===== src/hw/dramPkg.sv =====
`default_nettype none

package dramPkg;

	typedef logic [23:1] cpuAddr; // Word address A23..A1
	typedef logic [11:0] dramAddr; // Multiplexed RA bus
	typedef logic [9:0] refreshCount; // Refresh interval counter
	typedef logic [3:0] waitCount; // DTACK wait counter

	typedef struct packed {
		cpuAddr addr;
		logic nWe; // Low for write
		logic nAs; // Address strobe
		logic nLds; // Lower byte strobe
		logic nUds; // Upper byte strobe
	} busReq;

	typedef struct packed {
		logic ramCs; // RAM and strobe low
		logic ramCs0x; // RAM from address only
		logic romCs; // ROM read region or overlay
		logic romCs4x; // Flash write window
		logic unmapped; // Nothing answers here
	} chipSel;

	typedef struct packed {
		dramAddr ra;
		logic nRas;
		logic nCas;
		logic nLwe; // Lower byte write
		logic nUwe; // Upper byte write
		logic nOe;
	} dramPins;

	typedef struct packed {
		logic nRomOe;
		logic nRomWe;
	} romPins;

	typedef enum logic [2:0] {
		idle, // Ready for CPU or refresh
		access, // RAS low, column on the mux
		finish, // Wait for DTACK seen
		complete, // Strobe cycle done
		refRas1, // CBR refresh RAS low
		refRas2,
		precharge1, // RAS precharge after refresh
		precharge2
	} ramState;

	localparam refreshCount refreshPeriod = 10'd400; // Clocks per refresh window
	localparam refreshCount refreshReqAt = 10'd300; // Polite request from here
	localparam refreshCount refreshUrgAt = 10'd360; // Urgent from here
	localparam waitCount romWaitCycles = 4'd3;
	localparam waitCount unmappedWaitCycles = 4'd6;

endpackage

`default_nettype wire


===== src/hw/addrDecode.sv =====
`timescale 1ns/1ps
`default_nettype none

module addrDecode (
	input wire logic CLK,
	input wire logic reset,
	input wire dramPkg::busReq req,
	input wire logic bactive,
	output dramPkg::chipSel sel
);

	logic overlay; // Boot ROM mapped at zero
	logic [3:0] region; // A23..A20
	logic lowRegion; // 0x0 to 0x3, RAM space
	logic romRegion; // 0x4
	logic flashRegion; // 0x5

	assign region = req.addr[23:20];
	assign lowRegion = region[3:2] == 2'b00;
	assign romRegion = region == 4'h4;
	assign flashRegion = region == 4'h5;

	// Overlay lets the CPU fetch its reset vectors from ROM at address zero
	always_ff @(posedge CLK) begin
		if (reset) begin
			overlay <= 1'b1;
		end else if (bactive && romRegion) begin
			overlay <= 1'b0; // First ROM access ends it
		end
	end

	always_comb begin
		sel.ramCs0x = lowRegion && !overlay; // Address only, for refresh choice
		sel.ramCs = sel.ramCs0x && !req.nAs;
		sel.romCs = romRegion || (lowRegion && overlay);
		sel.romCs4x = flashRegion && !req.nWe; // Reads here are unmapped
		sel.unmapped = !lowRegion && !romRegion && !sel.romCs4x;
	end

	ramRomExclusive: assert property (
		@(posedge CLK) disable iff (reset)
		!(sel.ramCs && sel.romCs)
	);

endmodule

`default_nettype wire


===== src/hw/refreshTimer.sv =====
`timescale 1ns/1ps
`default_nettype none

module refreshTimer (
	input wire logic CLK,
	input wire logic reset,
	output logic refReq,
	output logic refUrg
);

	dramPkg::refreshCount count; // Clocks into this period
	logic wrap; // Last clock of the period

	assign wrap = count == dramPkg::refreshPeriod - 10'd1;

	always_ff @(posedge CLK) begin
		if (reset) begin
			count <= '0;
		end else if (wrap) begin
			count <= '0; // New refresh window
		end else begin
			count <= count + 10'd1;
		end
	end

	// Nested windows, both end at the wrap
	assign refReq = count >= dramPkg::refreshReqAt;
	assign refUrg = count >= dramPkg::refreshUrgAt; // Late part of request window

	urgInsideReq: assert property (
		@(posedge CLK) disable iff (reset)
		refUrg |-> refReq
	);

endmodule

`default_nettype wire


===== src/hw/busCycle.sv =====
`timescale 1ns/1ps
`default_nettype none

module busCycle (
	input wire logic CLK,
	input wire logic reset,
	input wire dramPkg::busReq req,
	input wire dramPkg::chipSel sel,
	input wire logic ramReady,
	output logic bactive,
	output logic bactiveR,
	output logic nDtack
);

	dramPkg::waitCount waitCnt; // Clocks since bactive rose
	logic ramGo; // RAM can take the cycle
	logic romDone; // ROM or flash wait elapsed
	logic unmappedDone; // Unmapped wait elapsed
	logic dtackGo;

	// Strobe sync, one and two clocks
	always_ff @(posedge CLK) begin
		if (reset) begin
			bactive <= 1'b0;
			bactiveR <= 1'b0;
		end else begin
			bactive <= !req.nAs;
			bactiveR <= bactive;
		end
	end

	always_ff @(posedge CLK) begin
		if (reset || !bactive) begin
			waitCnt <= '0;
		end else if (waitCnt != '1) begin
			waitCnt <= waitCnt + 4'd1; // Saturates
		end
	end

	assign ramGo = sel.ramCs && ramReady; // Held off while refresh runs
	assign romDone = (sel.romCs || sel.romCs4x) && (waitCnt >= dramPkg::romWaitCycles);
	assign unmappedDone = sel.unmapped && (waitCnt >= dramPkg::unmappedWaitCycles);
	assign dtackGo = bactive && (ramGo || romDone || unmappedDone);

	// DTACK held low until the strobe goes away
	always_ff @(posedge CLK) begin
		if (reset) begin
			nDtack <= 1'b1;
		end else if (req.nAs) begin
			nDtack <= 1'b1; // Cycle over
		end else if (dtackGo) begin
			nDtack <= 1'b0;
		end
	end

	dtackEndsWithStrobe: assert property (
		@(posedge CLK) disable iff (reset)
		(req.nAs && $past(req.nAs)) |-> nDtack
	);

endmodule

`default_nettype wire


===== src/hw/dramControl.sv =====
`timescale 1ns/1ps
`default_nettype none

module dramControl (
	input wire logic CLK,
	input wire logic reset,
	input wire dramPkg::busReq req,
	input wire dramPkg::chipSel sel,
	input wire logic bactive,
	input wire logic bactiveR,
	input wire logic nDtack,
	input wire logic refReq,
	input wire logic refUrg,
	output logic ramReady,
	output dramPkg::dramPins dram,
	output dramPkg::romPins rom
);

	dramPkg::ramState state; // Sequencer, also the refresh arbiter
	dramPkg::cpuAddr a; // Short alias for the mux
	dramPkg::dramAddr rowAddr;
	dramPkg::dramAddr colAddr;
	logic dtackR; // DTACK seen
	logic rasEn; // CPU may pull RAS from idle
	logic rasEl; // Column select and write gate
	logic rasRr; // RAS from rising edge
	logic rasRf; // RAS extension on falling edge
	logic nCasR;
	logic nOeR;
	logic refDone; // Refresh done in this window
	logic refReqNow;
	logic refUrgNow;
	logic toRef; // Leave idle for refresh

	always_ff @(posedge CLK) begin
		if (reset) begin
			dtackR <= 1'b0;
		end else begin
			dtackR <= !nDtack;
		end
	end

	// One refresh per window, cleared when both requests drop at the wrap
	always_ff @(posedge CLK) begin
		if (reset) begin
			refDone <= 1'b0;
		end else if (!refReq && !refUrg) begin
			refDone <= 1'b0;
		end else if (state == dramPkg::refRas1) begin
			refDone <= 1'b1;
		end
	end

	assign refReqNow = refReq && !refDone;
	assign refUrgNow = refUrg && !refDone;

	assign toRef = (refReqNow && bactive && !bactiveR && !sel.ramCs0x) // First clock, non-RAM
		|| (refUrgNow && !bactive) // Bus idle
		|| (refUrgNow && bactive && !sel.ramCs0x); // Non-RAM cycle in progress

	always_ff @(posedge CLK) begin
		if (reset) begin
			state <= dramPkg::idle;
			rasEn <= 1'b1;
			rasEl <= 1'b0;
			rasRr <= 1'b0;
			ramReady <= 1'b1;
		end else begin
			rasEl <= 1'b0; // Defaults, overridden below
			rasRr <= 1'b0;
			rasEn <= 1'b0;
			ramReady <= 1'b1;
			unique case (state)
				dramPkg::idle: begin
					if (toRef) begin
						state <= dramPkg::refRas1;
						rasRr <= 1'b1;
						ramReady <= 1'b0;
					end else if (bactive && sel.ramCs && rasEn && nDtack) begin
						state <= dramPkg::access; // Mux to column now
						rasEl <= 1'b1;
						rasRr <= 1'b1;
						rasEn <= 1'b1;
					end else begin
						rasEn <= 1'b1; // Stay ready
					end
				end
				dramPkg::access: begin
					state <= dramPkg::finish;
					rasEl <= 1'b1;
				end
				dramPkg::finish: begin
					if (dtackR) begin
						state <= dramPkg::complete;
					end
				end
				dramPkg::complete: begin
					if (refUrgNow) begin
						state <= dramPkg::refRas1; // Urgent refresh right after RAM
						rasRr <= 1'b1;
						ramReady <= 1'b0;
					end else begin
						state <= dramPkg::idle;
						rasEn <= 1'b1;
					end
				end
				dramPkg::refRas1: begin
					state <= dramPkg::refRas2;
					rasRr <= 1'b1;
					ramReady <= 1'b0;
				end
				dramPkg::refRas2: begin
					state <= dramPkg::precharge1;
					ramReady <= 1'b0;
				end
				dramPkg::precharge1: begin
					state <= dramPkg::precharge2;
					ramReady <= 1'b0;
				end
				dramPkg::precharge2: begin
					state <= dramPkg::idle;
					rasEn <= 1'b1; // Waiting CPU cycle can go
				end
			endcase
		end
	end

	// CAS on the falling edge, half a clock ahead of the next RAS change
	always_ff @(negedge CLK) begin
		if (reset) begin
			nCasR <= 1'b1;
			rasRf <= 1'b0;
		end else begin
			rasRf <= (state == dramPkg::access) || (state == dramPkg::finish && !dtackR);
			unique case (state)
				dramPkg::idle: nCasR <= !toRef; // CBR lead
				dramPkg::access: nCasR <= 1'b0;
				dramPkg::finish: nCasR <= dtackR; // Up once DTACK seen
				dramPkg::complete: nCasR <= !refUrgNow;
				dramPkg::refRas1: nCasR <= 1'b0;
				default: nCasR <= 1'b1;
			endcase
		end
	end

	// OE from strobe to DTACK seen on a read
	always_ff @(posedge CLK) begin
		if (reset) begin
			nOeR <= 1'b1;
		end else begin
			nOeR <= !(!req.nAs && req.nWe && !(bactiveR && dtackR));
		end
	end

	assign a = req.addr;
	// RA11 and RA3 carry the same bits, RA10 and RA2 share a column
	assign rowAddr = {a[19], a[17], a[15], a[18], a[14], a[13], a[12], a[11],
		a[19], a[16], a[10], a[9]};
	assign colAddr = {a[20], a[7], a[8], a[21], a[6], a[5], a[4], a[3],
		a[20], a[7], a[2], a[1]};

	assign dram = '{
		ra: rasEl ? colAddr : rowAddr, // Row until the access edge
		nRas: !((sel.ramCs && rasEn && nDtack) || rasRr || rasRf),
		nCas: nCasR,
		nLwe: !(!req.nLds && !req.nWe && rasEl),
		nUwe: !(!req.nUds && !req.nWe && rasEl),
		nOe: nOeR
	};

	assign rom = '{
		nRomOe: !(sel.romCs && !req.nAs && req.nWe),
		nRomWe: !(sel.romCs4x && !req.nAs && !req.nWe) // Flash program window
	};

	// CAS ahead of RAS only as the CBR lead into a refresh
	casUnderRas: assert property (
		@(posedge CLK) disable iff (reset)
		($fell(dram.nCas) && dram.nRas) |=> (state == dramPkg::refRas1)
	);

endmodule

`default_nettype wire


===== src/hw/cpuDramTop.sv =====
`timescale 1ns/1ps
`default_nettype none

module cpuDramTop (
	input wire logic CLK,
	input wire logic reset,
	input wire dramPkg::busReq req,
	output logic nDtack,
	output dramPkg::dramPins dram,
	output dramPkg::romPins rom
);

	dramPkg::chipSel sel; // Decoded selects
	logic bactive; // Strobe seen one clock
	logic bactiveR; // Strobe seen two clocks
	logic ramReady; // Low during refresh
	logic refReq;
	logic refUrg;

	addrDecode decode (
		.CLK(CLK),
		.reset(reset),
		.req(req),
		.bactive(bactive),
		.sel(sel)
	);

	refreshTimer refresh (
		.CLK(CLK),
		.reset(reset),
		.refReq(refReq),
		.refUrg(refUrg)
	);

	busCycle cycle (
		.CLK(CLK),
		.reset(reset),
		.req(req),
		.sel(sel),
		.ramReady(ramReady),
		.bactive(bactive),
		.bactiveR(bactiveR),
		.nDtack(nDtack)
	);

	dramControl control (
		.CLK(CLK),
		.reset(reset),
		.req(req),
		.sel(sel),
		.bactive(bactive),
		.bactiveR(bactiveR),
		.nDtack(nDtack),
		.refReq(refReq),
		.refUrg(refUrg),
		.ramReady(ramReady),
		.dram(dram),
		.rom(rom)
	);

endmodule

`default_nettype wire


===== config.mk =====
export PLATFORM = sky130hd
export DESIGN_NAME = cpuDramTop
export DESIGN_NICKNAME = d
export VERILOG_FILES = /design/src/hw/dramPkg.sv /design/src/hw/addrDecode.sv /design/src/hw/refreshTimer.sv /design/src/hw/busCycle.sv /design/src/hw/dramControl.sv /design/src/hw/cpuDramTop.sv
export SDC_FILE = /design/constraint.sdc
export NUM_CORES = 1
export LEC_CHECK = 0
export ABC_AREA = 0
export BUFFER_PORTS_ARGS = -buffer_cell sky130_fd_sc_hd__clkbuf_2
export CAP_MARGIN = 0
export CORE_ASPECT_RATIO = 0.8
export CORE_MARGIN = 5
export CORE_UTILIZATION = 40
export DETAILED_ROUTE_END_ITERATION = 8
export PLACE_DENSITY = 0.7
export REMOVE_ABC_BUFFERS = 1
export SYNTH_ARGS = -nofsm -noshare
export SYNTH_HDL_FRONTEND = slang
export SYNTH_HIERARCHICAL = 1
export SYNTH_SLANG_ARGS = --single-unit

===== constraint.sdc =====
create_clock -name CLK -period 3.36 [get_ports CLK]
set_input_delay 0.672 -clock CLK [delete_from_list [all_inputs] [get_ports CLK]]
set_output_delay 0.672 -clock CLK [all_outputs]
set_load 0.03 [all_outputs]

==> out/qor.yml <==
placement:
  place_congestion: 0.796
  port-buffer-count: 48
  place_area_sq_um: 2000
  post-dp-hpwl_um: 3180
  dp_slack_ns: 0.0110
power:
  power.switching_w: 0.000197
  p_sw_share_pct: 26.3
  leakagePower_nw: 0.952
  pwr-share-comb_pct: 12.3
  power_w: 0.000749
  p_per_area_nw_per_um2: 357
  p_seq_share_pct: 49.6
  p_clk_share_pct: 38.0
  ir_worst_vdd_mv: 0.163
  intPower_w: 0.000552
synth:
  synthCells: 199
  synth_edf_count: 0
  yosysTopAreaCell: "dfxtp_1"
  synth_area_per_cell_sq_um: 8.58
  synth_ff_type: "dfxtp_1"
  synth.most_common_cell: "dfxtp_1"
  synth_common_cells: "30 x dfxtp_1, 16 x nor2_1, 14 x a21oi_1, 13 x inv_1, 13 x nand2_1"
  synth.cell_area_sq_um: 1710
  synth_seq_cells: 30
  synthDistinctLibCells: 49
  yosys.area.top_type_share_pct: 35.2
  yosys_warnings: 6
  yosysSeqAreaShare_pct: 35.2
  synth_async_sr_flop_share_pct: 0
  yosys-top-cells-area: "dfxtp_1 35%, mux2_2 5.9%, a21oi_1 4.1%, nor2_1 3.5%, ha_1 2.9%"
final_layout:
  drive_above_1_share_pct: 31.5
  largest_reg_flops: 10
  fin_util_pct: 50.5
  stdcell_area_sq_um: 2100
  nets: 283
  reg.largest.list: "refresh/count (10), cycle/waitCnt (4), control/state (3)"
  syn2layout_area_growth_pct: 22.8
  diodes: 0
  regMostFlops: "refresh/count"
setup_path:
  crit_required_ns: 2.69
  start_kind: "register"
  cp_max_fo: 1
  cp-end-kind: "output pin"
  crit_type: "register to output pin"
  arrival_ns: 2.69
clock_network:
  hold_buffers: 0
  cts_buffers: 5
  clkSlewWorstSetupHoldPaths_ns: 0.06
  cts_setup_buffers: 0
  root_buffer: "clkbuf_8"
  insertion_delay_ns: 0.34
  clk_path_buf_depth: 2
  cts_tree: "done"
  clock_sinks: 30
  htreeDepth: 2
die:
  num_io_pins: 49
  start_util_pct: 41.1
  coreArea_sq_um: 4150
  die_w_um: 83.1
  die_h_um: 68.4
  die-area_sq_um: 5680
  placementRows: 21
timing:
  fin_skew_ns: 0.0688
  setup-violations-final: 0
  hold_ws_ns: 0.480
  slew_headroom_pct: 52.5
  finalMaxSlewViolations: 0
  worst_pin_slew_ns: 0.706
  finalWorstSetupSlack_ns: 0.000221
  grt_setup_unrepaired: "true"
  finalHoldViolCount: 0
hold_path:
  holdCritPathClass: "register to register"
route:
  firstDrtPassIters: 4
  drc: 0
  routedWlPerCell_um: 13.5
  vias_per_cell: 5.29
  drt_iter0_markers: 95
  ant_nets: 0
  drt_wl_total_um: 4170
  via_count: 1629
global_routing:
  grt_antenna_before_repair: 0
  grt_max_degree: 16
  grt_pass1_wl_um: 7020
  track_usage_pct: 15.5
  grt_pass1_vias: 1531
  grt-ovfl-total: 0
job:
  drv_cap: 0
outcome:
  status: "finished clean"
[through the flow]
step | std cells | setup TNS (ns)
after floorplan | 188 | -0.0493
after detailed placement | 299 | 0
after global routing | 308 | -0.0491
after CTS | 308 | -0.0864
final | 308 | 0
after global placement | 299 | 0
[routing by layer]
layer	routed length, um	vias up	track usage, %
met4	48	0	5.71
li1	-	818	-
met3	328	6	6.62
met2	1760	65	25.0
met1	2030	740	18.7
met5	0	-	0
[worst max-delay path: stages (launching register included)]
cell      delay [ns]
dfxtp_1         0.30
a311oi_2        0.18
buf_4           0.20
[worst paths after layout]
| kind | from | endpoint | slack (ns) | cells after the start |
|---|---|---|---|---|
| worst max-delay path | control/rasRf | dram[4] | 0.0002 | 2 |
| worst min-delay path | cycle/bactiveR | control/nOeR | 0.48 | 2 |
| worst max register to register | refresh/count[5] | control/nCasR | 0.16 | 6 |
| worst min register to register | cycle/bactiveR | control/nOeR | 0.48 | 2 |
[layout by cell type, fill, tap and decap left out, types with 5 or more instances in the layout]
| cell | Yosys | layout |
|---|---|---|
| buf_4 | 3 | 7 |
| clkbuf_8 | 0 | 5 |
| nand2b_1 | 7 | 7 |
| nor2_1 | 16 | 16 |
| dfxtp_1 | 30 | 30 |
| a21oi_1 | 14 | 14 |
| nor3_1 | 9 | 9 |
| o21ai_0 | 10 | 10 |
| a21o_1 | 5 | 5 |
| clkbuf_2 | 1 | 47 |
| nand3_1 | 7 | 7 |
| inv_1 | 13 | 14 |
| mux2_2 | 9 | 9 |
| nand2_1 | 13 | 13 |
[final cells by class]
cell class	count	area, sq um
clock buffer	7	76.3
inverter	12	45.0
timing repair buffer	54	288
fill	424	2050
sequential	30	601
clock inverter	3	12.5
multi-input combinational	145	1000
tap	57	71.3
[timing repair]
item                                    CTS  global route
gates resized for setup                   1             2
endpoints found under the setup margin    1             1
pin swaps                                 0             0
[power groups by stage]
stage	Sequential (W)	Clock, W	Combinational [W]
after detailed placement	0.000379	0.00000559	0.0000926
after global routing	0.000372	0.000313	0.000102
after floorplan	0.000381	0.00000559	0.0000458
after CTS	0.000371	0.000292	0.0000933
after global placement	0.000379	0.00000559	0.0000908
final	0.000371	0.000285	0.0000924
[cell families (layout without fill, tap and decap cells)]
group | after synthesis | after routing | synth area share (%)
flops | 30 | 30 | 35.2
simple gates | 78 | 78 | 27.3
compound gates | 51 | 51 | 20.7
buf+inv | 24 | 76 | 6.45
fa+ha+maj | 4 | 4 | 2.93
mux | 9 | 9 | 5.93
xor+xnor | 3 | 3 | 1.54
(Power assumes the default switching activity.)
